<file path="config.mk">
export PLATFORM = sky130hd
export DESIGN_NAME = snitch_offload_cc
export DESIGN_NICKNAME = d
export VERILOG_FILES = /design/src/source/cc_offload_pkg.sv /design/src/source/offload_demux.sv /design/src/source/offload_rsp_arbiter.sv /design/src/source/ssr_cfg_regs.sv /design/src/source/data_route.sv /design/src/source/snitch_offload_cc.sv
export VERILOG_INCLUDE_DIRS = /design/src /design/src/source
export SDC_FILE = /design/constraint.sdc
export NUM_CORES = 2
export LEC_CHECK = 0
export ABC_AREA = 0
export BUFFER_PORTS_ARGS = -buffer_cell sky130_fd_sc_hd__buf_2
export CORE_UTILIZATION = 55
export DETAILED_ROUTE_END_ITERATION = 6
export PLACE_DENSITY_LB_ADDON = 0.08
export SYNTH_ARGS = -nofsm -noshare
export SYNTH_HDL_FRONTEND = slang
export SYNTH_SLANG_ARGS = --single-unit
</file>
<file path="constraint.sdc">
create_clock -name clk_i -period 9.9 [get_ports clk_i]
set_clock_uncertainty 0.1 [all_clocks]
set_input_delay 0.495 -clock clk_i [delete_from_list [all_inputs] [get_ports clk_i]]
set_output_delay 0.495 -clock clk_i [all_outputs]
set_load 0.01 [all_outputs]
</file>
<file path="src/source/cc_offload_settings.svh">
// --------------------------------------------------------------------------
// Widths, port counts, SSR geometry and buffer depths of the offload hub.
// Include this file wherever one of these macros is needed.
// --------------------------------------------------------------------------

`ifndef CC_OFFLOAD_SETTINGS_SVH
`define CC_OFFLOAD_SETTINGS_SVH

// Bus widths
`define ADDR_WIDTH 32
`define DATA_WIDTH 32
`define ID_WIDTH 5

// Offload ports: 0 FPU, 1 shared mul/div, 2 SSR config, 3 SNAX
`define ACC_SEL_WIDTH 2
`define NUM_ACC_PORTS 4
`define NUM_EXT_ACC 3
`define SSR_PORT_IDX 2

// SSR configuration space
`define NUM_SSRS 3
`define NUM_SSR_REGS 8

// TCDM window is 2**TCDM_ADDR_WIDTH bytes
`define TCDM_ADDR_WIDTH 17
`define DATA_RSP_DEPTH 4

`endif

</file>
<file path="src/source/cc_offload_pkg.sv">
// --------------------------------------------------------------------------
// Offload request and response types, the SSR operation word and the
// opcodes of the SSR configuration instructions.
// --------------------------------------------------------------------------

`include "cc_offload_settings.svh"

package cc_offload_pkg;

  typedef struct packed {
    logic [`ACC_SEL_WIDTH-1:0] port;
    logic [`ID_WIDTH-1:0]      id;
    logic [31:0]               op;
    logic [`DATA_WIDTH-1:0]    arga;
    logic [`DATA_WIDTH-1:0]    argb;
  } acc_req_t;

  typedef struct packed {
    logic [`ID_WIDTH-1:0]   id;
    logic [`DATA_WIDTH-1:0] data;
    logic                   error;
  } acc_rsp_t;

  // I-type layout, address lives in the immediate
  typedef struct packed {
    logic [11:0] imm;
    logic [4:0]  rs1;
    logic [2:0]  funct3;
    logic [4:0]  rd;
    logic [6:0]  opcode;
  } ssr_op_imm_t;

  // R-type layout, address comes in through a register
  typedef struct packed {
    logic [6:0] funct7;
    logic [4:0] rs2;
    logic [4:0] rs1;
    logic [2:0] funct3;
    logic [4:0] rd;
    logic [6:0] opcode;
  } ssr_op_reg_t;

  typedef union packed {
    ssr_op_imm_t i;
    ssr_op_reg_t r;
  } ssr_op_u;

  // Custom-1 major opcode
  localparam logic [6:0] SSR_OP_CUSTOM = 7'b0101011;
  localparam logic [2:0] FUNCT3_SCFGRI = 3'b001;
  localparam logic [2:0] FUNCT3_SCFGWI = 3'b010;
  localparam logic [2:0] FUNCT3_SCFGR  = 3'b101;
  localparam logic [2:0] FUNCT3_SCFGW  = 3'b110;

endpackage

</file>
<file path="src/source/offload_demux.sv">
// --------------------------------------------------------------------------
// Offload request demux. Raises the valid of the accelerator port named by
// the port field of the request and returns that port's ready.
// --------------------------------------------------------------------------

`timescale 1ns/1ps

`include "cc_offload_settings.svh"

module offload_demux (
  input  cc_offload_pkg::acc_req_t        req_i,
  input  logic                            valid_i,
  output logic                            ready_o,
  output logic [`NUM_ACC_PORTS-1:0]       valid_o,
  input  logic [`NUM_ACC_PORTS-1:0]       ready_i
);

  logic [`ACC_SEL_WIDTH-1:0] sel;

  assign sel = req_i.port;

  // One-hot valid, everything else low
  always_comb begin
    for (int k = 0; k < `NUM_ACC_PORTS; k++) begin
      valid_o[k] = valid_i && (sel == `ACC_SEL_WIDTH'(k));
    end
  end

  assign ready_o = ready_i[sel];

endmodule

</file>
<file path="src/source/offload_rsp_arbiter.sv">
// --------------------------------------------------------------------------
// Round-robin merge of the accelerator response streams into the single
// core response port. A stalled grant is locked until it transfers.
// --------------------------------------------------------------------------

`timescale 1ns/1ps

`include "cc_offload_settings.svh"

module offload_rsp_arbiter (
  input  logic                                          clk_i,
  input  logic                                          rst_ni,
  input  cc_offload_pkg::acc_rsp_t [`NUM_ACC_PORTS-1:0] rsp_i,
  input  logic [`NUM_ACC_PORTS-1:0]                     valid_i,
  output logic [`NUM_ACC_PORTS-1:0]                     ready_o,
  output cc_offload_pkg::acc_rsp_t                      rsp_o,
  output logic                                          valid_o,
  input  logic                                          ready_i
);

  localparam int IdxW = $clog2(`NUM_ACC_PORTS);

  logic [IdxW-1:0] prio_q;
  logic [IdxW-1:0] gnt_q;
  logic            lock_q;
  logic [IdxW-1:0] rr_sel;
  logic [IdxW-1:0] sel;
  logic            found;

  // First valid source at or after the priority pointer
  always_comb begin
    rr_sel = prio_q;
    found  = 1'b0;
    for (int i = 0; i < `NUM_ACC_PORTS; i++) begin
      if (!found && valid_i[IdxW'((int'(prio_q) + i) % `NUM_ACC_PORTS)]) begin
        rr_sel = IdxW'((int'(prio_q) + i) % `NUM_ACC_PORTS);
        found  = 1'b1;
      end
    end
  end

  assign sel     = lock_q ? gnt_q : rr_sel;
  assign valid_o = valid_i[sel];
  assign rsp_o   = rsp_i[sel];

  always_comb begin
    for (int k = 0; k < `NUM_ACC_PORTS; k++) begin
      ready_o[k] = ready_i && valid_o && (sel == IdxW'(k));
    end
  end

  // --------------------------------------------------------------------------
  // Grant lock and priority rotation
  // --------------------------------------------------------------------------
  always_ff @(posedge clk_i) begin
    if (rst_ni) begin
      prio_q <= '0;
      gnt_q  <= '0;
      lock_q <= 1'b0;
    end else if (valid_o) begin
      if (ready_i) begin
        lock_q <= 1'b0;
        prio_q <= (sel == IdxW'(`NUM_ACC_PORTS - 1)) ? '0 : sel + 1'b1;
      end else begin
        // Hold this source until the core takes it
        lock_q <= 1'b1;
        gnt_q  <= sel;
      end
    end
  end

endmodule

</file>
<file path="src/source/ssr_cfg_regs.sv">
// --------------------------------------------------------------------------
// SSR configuration endpoint on the offload bus. Decodes SCFGR/SCFGW in
// immediate and register form, holds the data mover registers and answers
// each request one cycle later from a single response slot.
// --------------------------------------------------------------------------

`timescale 1ns/1ps

`include "cc_offload_settings.svh"

module ssr_cfg_regs (
  input  logic                     clk_i,
  input  logic                     rst_ni,
  input  cc_offload_pkg::acc_req_t req_i,
  input  logic                     valid_i,
  output logic                     ready_o,
  output cc_offload_pkg::acc_rsp_t rsp_o,
  output logic                     valid_o,
  input  logic                     ready_i
);

  import cc_offload_pkg::*;

  localparam int DmW  = $clog2(`NUM_SSRS);
  localparam int RegW = $clog2(`NUM_SSR_REGS);

  ssr_op_u                op;
  logic                   is_rdi;
  logic                   is_wri;
  logic                   is_rdr;
  logic                   is_wrr;
  logic                   is_write;
  logic [11:0]            addr;
  logic [4:0]             dm_sel;
  logic [6:0]             reg_sel;
  logic                   in_range;
  logic [`DATA_WIDTH-1:0] rdata;
  logic                   accept;

  logic [`DATA_WIDTH-1:0] regs_q [`NUM_SSRS][`NUM_SSR_REGS];
  acc_rsp_t               rsp_q;
  logic                   valid_q;

  // --------------------------------------------------------------------------
  // Decode
  // --------------------------------------------------------------------------
  assign op = req_i.op;

  assign is_rdi = (op.i.opcode == SSR_OP_CUSTOM) && (op.i.funct3 == FUNCT3_SCFGRI);
  assign is_wri = (op.i.opcode == SSR_OP_CUSTOM) && (op.i.funct3 == FUNCT3_SCFGWI);
  assign is_rdr = (op.r.opcode == SSR_OP_CUSTOM) && (op.r.funct7 == 7'd0)
               && (op.r.funct3 == FUNCT3_SCFGR);
  assign is_wrr = (op.r.opcode == SSR_OP_CUSTOM) && (op.r.funct7 == 7'd0)
               && (op.r.funct3 == FUNCT3_SCFGW);

  assign is_write = is_wri || is_wrr;

  // Register forms carry the address in argb
  assign addr = (is_rdi || is_wri) ? op.i.imm :
                (is_rdr || is_wrr) ? req_i.argb[11:0] : 12'd0;

  assign dm_sel  = addr[4:0];
  assign reg_sel = addr[11:5];

  assign in_range = (is_rdi || is_wri || is_rdr || is_wrr)
                 && (dm_sel < 5'(`NUM_SSRS)) && (reg_sel < 7'(`NUM_SSR_REGS));

  // Old value doubles as the write response
  assign rdata = in_range ? regs_q[dm_sel[DmW-1:0]][reg_sel[RegW-1:0]] : '0;

  // --------------------------------------------------------------------------
  // Registers and response slot
  // --------------------------------------------------------------------------
  assign ready_o = !valid_q || ready_i;
  assign accept  = valid_i && ready_o;

  always_ff @(posedge clk_i) begin
    if (rst_ni) begin
      valid_q <= 1'b0;
      for (int d = 0; d < `NUM_SSRS; d++) begin
        for (int r = 0; r < `NUM_SSR_REGS; r++) begin
          regs_q[d][r] <= '0;
        end
      end
    end else begin
      if (accept) begin
        valid_q <= 1'b1;
      end else if (ready_i) begin
        valid_q <= 1'b0;
      end
      if (accept && is_write && in_range) begin
        regs_q[dm_sel[DmW-1:0]][reg_sel[RegW-1:0]] <= req_i.arga;
      end
    end
  end

  always_ff @(posedge clk_i) begin
    if (accept) begin
      // Id 0 keeps a write from writing back a register
      rsp_q.id    <= is_write ? '0 : req_i.id;
      rsp_q.data  <= rdata;
      rsp_q.error <= 1'b0;
    end
  end

  assign rsp_o   = rsp_q;
  assign valid_o = valid_q;

endmodule

</file>
<file path="src/source/data_route.sv">
// --------------------------------------------------------------------------
// Core data request router. Requests inside the NAPOT TCDM window go to the
// TCDM port, all others to the SoC port. Responses return in issue order.
// --------------------------------------------------------------------------

`timescale 1ns/1ps

`include "cc_offload_settings.svh"

module data_route (
  input  logic                   clk_i,
  input  logic                   rst_ni,
  input  logic [`ADDR_WIDTH-1:0] base_i,
  input  logic [`ADDR_WIDTH-1:0] data_q_addr_i,
  input  logic                   data_q_write_i,
  input  logic [`DATA_WIDTH-1:0] data_q_wdata_i,
  input  logic                   data_q_valid_i,
  output logic                   data_q_ready_o,
  output logic [`DATA_WIDTH-1:0] data_p_rdata_o,
  output logic                   data_p_valid_o,
  input  logic                   data_p_ready_i,
  output logic [`ADDR_WIDTH-1:0] tcdm_q_addr_o,
  output logic                   tcdm_q_write_o,
  output logic [`DATA_WIDTH-1:0] tcdm_q_wdata_o,
  output logic                   tcdm_q_valid_o,
  input  logic                   tcdm_q_ready_i,
  input  logic [`DATA_WIDTH-1:0] tcdm_p_rdata_i,
  input  logic                   tcdm_p_valid_i,
  output logic                   tcdm_p_ready_o,
  output logic [`ADDR_WIDTH-1:0] soc_q_addr_o,
  output logic                   soc_q_write_o,
  output logic [`DATA_WIDTH-1:0] soc_q_wdata_o,
  output logic                   soc_q_valid_o,
  input  logic                   soc_q_ready_i,
  input  logic [`DATA_WIDTH-1:0] soc_p_rdata_i,
  input  logic                   soc_p_valid_i,
  output logic                   soc_p_ready_o
);

  localparam int CntW = $clog2(`DATA_RSP_DEPTH + 1);

  logic [`ADDR_WIDTH-1:0] mask;
  logic                   hit;
  logic                   stall;
  logic                   q_hs;
  logic                   p_hs;
  logic [CntW-1:0]        cnt_q;
  logic                   tgt_q;

  assign mask = {`ADDR_WIDTH{1'b1}} << `TCDM_ADDR_WIDTH;
  assign hit  = (data_q_addr_i & mask) == (base_i & mask);

  // Switching targets waits until the other side has drained
  assign stall = ((cnt_q != '0) && (tgt_q != hit)) || (cnt_q == CntW'(`DATA_RSP_DEPTH));

  assign tcdm_q_addr_o  = data_q_addr_i;
  assign tcdm_q_write_o = data_q_write_i;
  assign tcdm_q_wdata_o = data_q_wdata_i;
  assign tcdm_q_valid_o = data_q_valid_i && !stall && hit;
  assign soc_q_addr_o   = data_q_addr_i;
  assign soc_q_write_o  = data_q_write_i;
  assign soc_q_wdata_o  = data_q_wdata_i;
  assign soc_q_valid_o  = data_q_valid_i && !stall && !hit;

  assign data_q_ready_o = !stall && (hit ? tcdm_q_ready_i : soc_q_ready_i);

  // Responses only from the target of the outstanding requests
  assign data_p_valid_o = (cnt_q != '0) && (tgt_q ? tcdm_p_valid_i : soc_p_valid_i);
  assign data_p_rdata_o = tgt_q ? tcdm_p_rdata_i : soc_p_rdata_i;
  assign tcdm_p_ready_o = tgt_q && data_p_ready_i;
  assign soc_p_ready_o  = !tgt_q && data_p_ready_i;

  assign q_hs = data_q_valid_i && data_q_ready_o;
  assign p_hs = data_p_valid_o && data_p_ready_i;

  always_ff @(posedge clk_i) begin
    if (rst_ni) begin
      cnt_q <= '0;
      tgt_q <= 1'b0;
    end else begin
      if (q_hs && !p_hs) begin
        cnt_q <= cnt_q + 1'b1;
      end else if (p_hs && !q_hs) begin
        cnt_q <= cnt_q - 1'b1;
      end
      if (q_hs) begin
        tgt_q <= hit;
      end
    end
  end

endmodule

</file>
<file path="src/source/snitch_offload_cc.sv">
// --------------------------------------------------------------------------
// Offload hub of the core complex. Steers core offload requests to the
// external accelerators or the SSR config endpoint, merges their responses
// and routes core data requests to TCDM or SoC.
// --------------------------------------------------------------------------

`timescale 1ns/1ps

`include "cc_offload_settings.svh"

module snitch_offload_cc (
  input  logic                                        clk_i,
  input  logic                                        rst_ni,
  input  logic [`ADDR_WIDTH-1:0]                      tcdm_base_i,
  input  cc_offload_pkg::acc_req_t                    acc_q_req_i,
  input  logic                                        acc_q_valid_i,
  output logic                                        acc_q_ready_o,
  output cc_offload_pkg::acc_rsp_t                    acc_p_rsp_o,
  output logic                                        acc_p_valid_o,
  input  logic                                        acc_p_ready_i,
  output cc_offload_pkg::acc_req_t                    ext_q_req_o,
  output logic [`NUM_EXT_ACC-1:0]                     ext_q_valid_o,
  input  logic [`NUM_EXT_ACC-1:0]                     ext_q_ready_i,
  input  cc_offload_pkg::acc_rsp_t [`NUM_EXT_ACC-1:0] ext_p_rsp_i,
  input  logic [`NUM_EXT_ACC-1:0]                     ext_p_valid_i,
  output logic [`NUM_EXT_ACC-1:0]                     ext_p_ready_o,
  input  logic [`ADDR_WIDTH-1:0]                      data_q_addr_i,
  input  logic                                        data_q_write_i,
  input  logic [`DATA_WIDTH-1:0]                      data_q_wdata_i,
  input  logic                                        data_q_valid_i,
  output logic                                        data_q_ready_o,
  output logic [`DATA_WIDTH-1:0]                      data_p_rdata_o,
  output logic                                        data_p_valid_o,
  input  logic                                        data_p_ready_i,
  output logic [`ADDR_WIDTH-1:0]                      tcdm_q_addr_o,
  output logic                                        tcdm_q_write_o,
  output logic [`DATA_WIDTH-1:0]                      tcdm_q_wdata_o,
  output logic                                        tcdm_q_valid_o,
  input  logic                                        tcdm_q_ready_i,
  input  logic [`DATA_WIDTH-1:0]                      tcdm_p_rdata_i,
  input  logic                                        tcdm_p_valid_i,
  output logic                                        tcdm_p_ready_o,
  output logic [`ADDR_WIDTH-1:0]                      soc_q_addr_o,
  output logic                                        soc_q_write_o,
  output logic [`DATA_WIDTH-1:0]                      soc_q_wdata_o,
  output logic                                        soc_q_valid_o,
  input  logic                                        soc_q_ready_i,
  input  logic [`DATA_WIDTH-1:0]                      soc_p_rdata_i,
  input  logic                                        soc_p_valid_i,
  output logic                                        soc_p_ready_o
);

  import cc_offload_pkg::*;

  logic [`NUM_ACC_PORTS-1:0]     lane_q_valid;
  logic [`NUM_ACC_PORTS-1:0]     lane_q_ready;
  acc_rsp_t [`NUM_ACC_PORTS-1:0] lane_p_rsp;
  logic [`NUM_ACC_PORTS-1:0]     lane_p_valid;
  logic [`NUM_ACC_PORTS-1:0]     lane_p_ready;

  acc_rsp_t ssr_p_rsp;
  logic     ssr_q_valid;
  logic     ssr_q_ready;
  logic     ssr_p_valid;
  logic     ssr_p_ready;

  // Request bus is shared, only the valids are steered
  assign ext_q_req_o = acc_q_req_i;

  // --------------------------------------------------------------------------
  // Offload lanes: SSR endpoint at its index, external ports fill the rest
  // --------------------------------------------------------------------------
  for (genvar k = 0; k < `NUM_ACC_PORTS; k++) begin : gen_lane
    if (k == `SSR_PORT_IDX) begin : gen_ssr
      assign ssr_q_valid     = lane_q_valid[k];
      assign lane_q_ready[k] = ssr_q_ready;
      assign lane_p_rsp[k]   = ssr_p_rsp;
      assign lane_p_valid[k] = ssr_p_valid;
      assign ssr_p_ready     = lane_p_ready[k];
    end else begin : gen_ext
      localparam int E = (k < `SSR_PORT_IDX) ? k : k - 1;
      assign ext_q_valid_o[E] = lane_q_valid[k];
      assign lane_q_ready[k]  = ext_q_ready_i[E];
      assign lane_p_rsp[k]    = ext_p_rsp_i[E];
      assign lane_p_valid[k]  = ext_p_valid_i[E];
      assign ext_p_ready_o[E] = lane_p_ready[k];
    end
  end

  offload_demux i_offload_demux (
    .req_i   (acc_q_req_i),
    .valid_i (acc_q_valid_i),
    .ready_o (acc_q_ready_o),
    .valid_o (lane_q_valid),
    .ready_i (lane_q_ready)
  );

  ssr_cfg_regs i_ssr_cfg_regs (
    .clk_i   (clk_i),
    .rst_ni  (rst_ni),
    .req_i   (acc_q_req_i),
    .valid_i (ssr_q_valid),
    .ready_o (ssr_q_ready),
    .rsp_o   (ssr_p_rsp),
    .valid_o (ssr_p_valid),
    .ready_i (ssr_p_ready)
  );

  offload_rsp_arbiter i_offload_rsp_arbiter (
    .clk_i   (clk_i),
    .rst_ni  (rst_ni),
    .rsp_i   (lane_p_rsp),
    .valid_i (lane_p_valid),
    .ready_o (lane_p_ready),
    .rsp_o   (acc_p_rsp_o),
    .valid_o (acc_p_valid_o),
    .ready_i (acc_p_ready_i)
  );

  data_route i_data_route (
    .clk_i          (clk_i),
    .rst_ni         (rst_ni),
    .base_i         (tcdm_base_i),
    .data_q_addr_i  (data_q_addr_i),
    .data_q_write_i (data_q_write_i),
    .data_q_wdata_i (data_q_wdata_i),
    .data_q_valid_i (data_q_valid_i),
    .data_q_ready_o (data_q_ready_o),
    .data_p_rdata_o (data_p_rdata_o),
    .data_p_valid_o (data_p_valid_o),
    .data_p_ready_i (data_p_ready_i),
    .tcdm_q_addr_o  (tcdm_q_addr_o),
    .tcdm_q_write_o (tcdm_q_write_o),
    .tcdm_q_wdata_o (tcdm_q_wdata_o),
    .tcdm_q_valid_o (tcdm_q_valid_o),
    .tcdm_q_ready_i (tcdm_q_ready_i),
    .tcdm_p_rdata_i (tcdm_p_rdata_i),
    .tcdm_p_valid_i (tcdm_p_valid_i),
    .tcdm_p_ready_o (tcdm_p_ready_o),
    .soc_q_addr_o   (soc_q_addr_o),
    .soc_q_write_o  (soc_q_write_o),
    .soc_q_wdata_o  (soc_q_wdata_o),
    .soc_q_valid_o  (soc_q_valid_o),
    .soc_q_ready_i  (soc_q_ready_i),
    .soc_p_rdata_i  (soc_p_rdata_i),
    .soc_p_valid_i  (soc_p_valid_i),
    .soc_p_ready_o  (soc_p_ready_o)
  );

endmodule

</file>
==> flow_summary.json <==
{
  "status": "finished clean",
  "pre_cts_ws_ps": 4040,
  "final_max_slew_viol_count": 0,
  "grt_pass1_vias": 36599,
  "async_flop_share_pct": 0,
  "ant_nets": 0,
  "cts_resized": 0,
  "antenna_found_initial": 12,
  "layout-area-overhead-vs-synth_pct": 13.4,
  "cts_tree": "yes",
  "path_clk_slew_ps": 60,
  "cts_max_level": 3,
  "synth-edff-count": 1061,
  "worstPathRequired_ps": 10100,
  "crit_arrival_ps": 5580,
  "vias_per_cell": 6.53,
  "synthCells": 4463,
  "timing.fmax_mhz": 186,
  "gp_congestion": 0.857,
  "timing.final.crit_share_pct": 54.4,
  "finalPower_mw": 10.7,
  "routed_wirelength_microns": 194000,
  "initialDrtViolationCount": 5630,
  "ys_seq_area_share_pct": 64.1,
  "avgSynthCellArea_sq_um": 11.2,
  "slowest_delay_ps": 740,
  "worstSetupEndpointType": "flip-flop",
  "grt_usage_pct": 41.5,
  "yosysWarnings": 0,
  "rsz0062_at_grt": "false",
  "netlist_area_sq_um": 50000,
  "grt_max_degree": 189,
  "pwr_density_cell_nw_per_um2": 189,
  "port_buffers": 483,
  "slowest_stage": "o21ai_4",
  "pin_count": 711,
  "critPathBufInv": 3,
  "layout_setup_ws_ps": 4520,
  "ys_types": 73,
  "cts.sinks": 1071,
  "crit_family": "simple AND/OR/NAND/NOR gates",
  "vdd_ir_drop_max_mv": 0.161,
  "cts_root_buf": "clkbuf_16",
  "first_pass_iters": 6,
  "worstPathMaxFanout": 31,
  "finalSetupTns_ps": 0,
  "tightest_slew_ps": 1180,
  "chipWidth_microns": 304,
  "route.detailed.drc": 0,
  "clk_path_buf_depth": 3,
  "nets": 5209,
  "final_layout_size_suffix_gt1_share_pct": 19.8,
  "dp_hpwl_microns": 107000,
  "fin_hold_ws_ps": 20.3,
  "drv_cap": 0,
  "crit_chain": "buf_2 -> and4bb_2 -> nand3_1 -> a31oi_1 -> nand3_4 -> nor2_1 -> nand3_2 -> buf_4 -> o21ai_4 -> buf_4",
  "clk-insertion-delay-late_ps": 690,
  "finalHoldViolations": 0,
  "cts_buffers": 111,
  "setup_viol": 0,
  "start_util_pct": 55.6,
  "hp-class": "in2reg",
  "period_minus_slack_ps": 5380,
  "grt_pass1_wl_microns": 267000,
  "wl_per_cell_microns": 31.8,
  "leakagePower_nw": 19.9,
  "synthFlopType": "edfxtp_1",
  "critical_path_class": "in2reg",
  "startpoint_type": "primary input",
  "overflow": 0,
  "slew-limit-headroom_pct": 20.5,
  "via_count": 39755,
  "dieArea_sq_um": 92200,
  "core_sq_um": 90000,
  "crit_top_cell": "buf_4",
  "synth_seq_cells": 1071,
  "rows": 110,
  "die_h_microns": 304
}
cells in the mapped netlist (all sizes together), types with 6 or more instances:
library cell / n / area (sq um)
a211oi: 7 / 52.6
a21oi: 464 / 2340
a31oi: 46 / 294
a41oi: 32 / 295
and2: 11 / 68.8
buf: 398 / 2590
clkbuf: 230 / 863
dfxtp: 10 / 200
edfxtp: 1061 / 31900
inv: 11 / 41.3
mux2: 71 / 800
mux2i: 54 / 541
nand2: 1051 / 3950
nand3: 32 / 165
nand4: 10 / 62.6
nor2: 68 / 258
nor2b: 6 / 37.5
nor3: 361 / 1960
nor4: 354 / 2240
o21ai: 27 / 139
o22ai: 24 / 150
o31ai: 13 / 116
or3: 45 / 282
xnor2: 15 / 131
state kept, by name (all words and copies together) (netlist names):
signal,flops
i_offload_rsp_arbiter.gnt_q,2
i_offload_rsp_arbiter.lock_q,1
i_ssr_cfg_regs.rsp_o,37
i_ssr_cfg_regs.valid_o,1
i_ssr_cfg_regs.regs_q,1024
i_data_route.tgt_q,1
i_data_route.cnt_q,3
i_offload_rsp_arbiter.prio_q,2
cells by family after synthesis:
group,share of synthesized area [%]
and+or+nand+nor,18.4
DFF,64.1
AOI/OAI and AO/OA,7.32
buffers and inverters,6.98
muxes,2.72
xor gates and xnor gates,0.333
adders and majority gates,0.165
other,0.00750
where the power goes:
| group | total [mW] | internal [mW] | switching [mW] |
|---|---|---|---|
| logic | 1.27 | 0.408 | 0.864 |
| clock network | 4.25 | 2.45 | 1.80 |
| registers | 5.20 | 5.14 | 0.0624 |
cell type report:
cell class / count / area, sq um
fillers: 7316 / 33300
flip-flops and latches: 1071 / 32100
multi-input cells: 3008 / 16000
repair buffers: 606 / 3440
clock buffers: 132 / 2940
well taps: 1176 / 1470
clock inverters: 77 / 711
inverters: 11 / 43.8
diodes: 7 / 17.5
layer usage:
layer	vias to the layer above	global-route usage (%)	part of all wire [%]
met5	-	3.21	0.23
met4	16	23.3	6.3
met3	571	14.6	15
met2	3203	61.4	44
met1	19317	53.2	35
li1	16648	-	-
per-stage QoR:
step / utilization [%] / cells / instance area [sq um]
floorplan: - / 4718 / 51000
global placement: 58.9 / 5868 / 53000
detailed placement: 58.9 / 5868 / 53000
CTS: 63.0 / 6081 / 56700
global route: 63.0 / 6085 / 56700
finish: 63.0 / 6088 / 56700
worst reg2reg max path: cells and delay by family, from the launching register on:
family / cells / cell delay (ps)
AO/OA/AOI/OAI: 7 / 2830
buffers and inverters: 3 / 1530
flip-flops: 1 / 500
cell usage in the layout, fill, tap and decap left out, types with 19 or more instances in the layout:
| cell type | netlist | final |
|---|---|---|
| nor3_2 | 31 | 42 |
| a21oi_1 | 462 | 462 |
| nor2_1 | 67 | 66 |
| a31oi_1 | 45 | 45 |
| mux2_2 | 71 | 71 |
| clkinv_1 | 0 | 19 |
| nor4_1 | 351 | 351 |
| a41oi_1 | 30 | 30 |
| o22ai_1 | 24 | 24 |
| edfxtp_1 | 1061 | 1061 |
| nand2_1 | 1051 | 1045 |
| conb_1 | 1 | 256 |
| or3_1 | 45 | 44 |
| mux2i_1 | 54 | 54 |
| nor3_1 | 330 | 319 |
| buf_4 | 242 | 112 |
| clkinv_2 | 0 | 37 |
| clkbuf_16 | 0 | 115 |
| buf_2 | 141 | 483 |
path summary, 6_finish.rpt:
check | cells after the start | slack [ps] | end | startpoint
worst max-delay path | 10 | 4520 | i_ssr_cfg_regs.regs_q[0][83] | acc_q_req_i[70]
worst min-delay path | 2 | 20 | i_ssr_cfg_regs.rsp_o[33] | acc_q_req_i[96]
worst max register to register | 10 | 4560 | i_ssr_cfg_regs.regs_q[0][166] | i_offload_rsp_arbiter.prio_q[1]
worst min register to register | 2 | 410 | i_data_route.cnt_q[2] | i_data_route.cnt_q[2]
repair_timing:
action                    CTS  global route
setup buffers               0             0
hold endpoints to repair    4             0
hold buffers                4             0
Note: power is estimated with default switching activity, not from simulation.
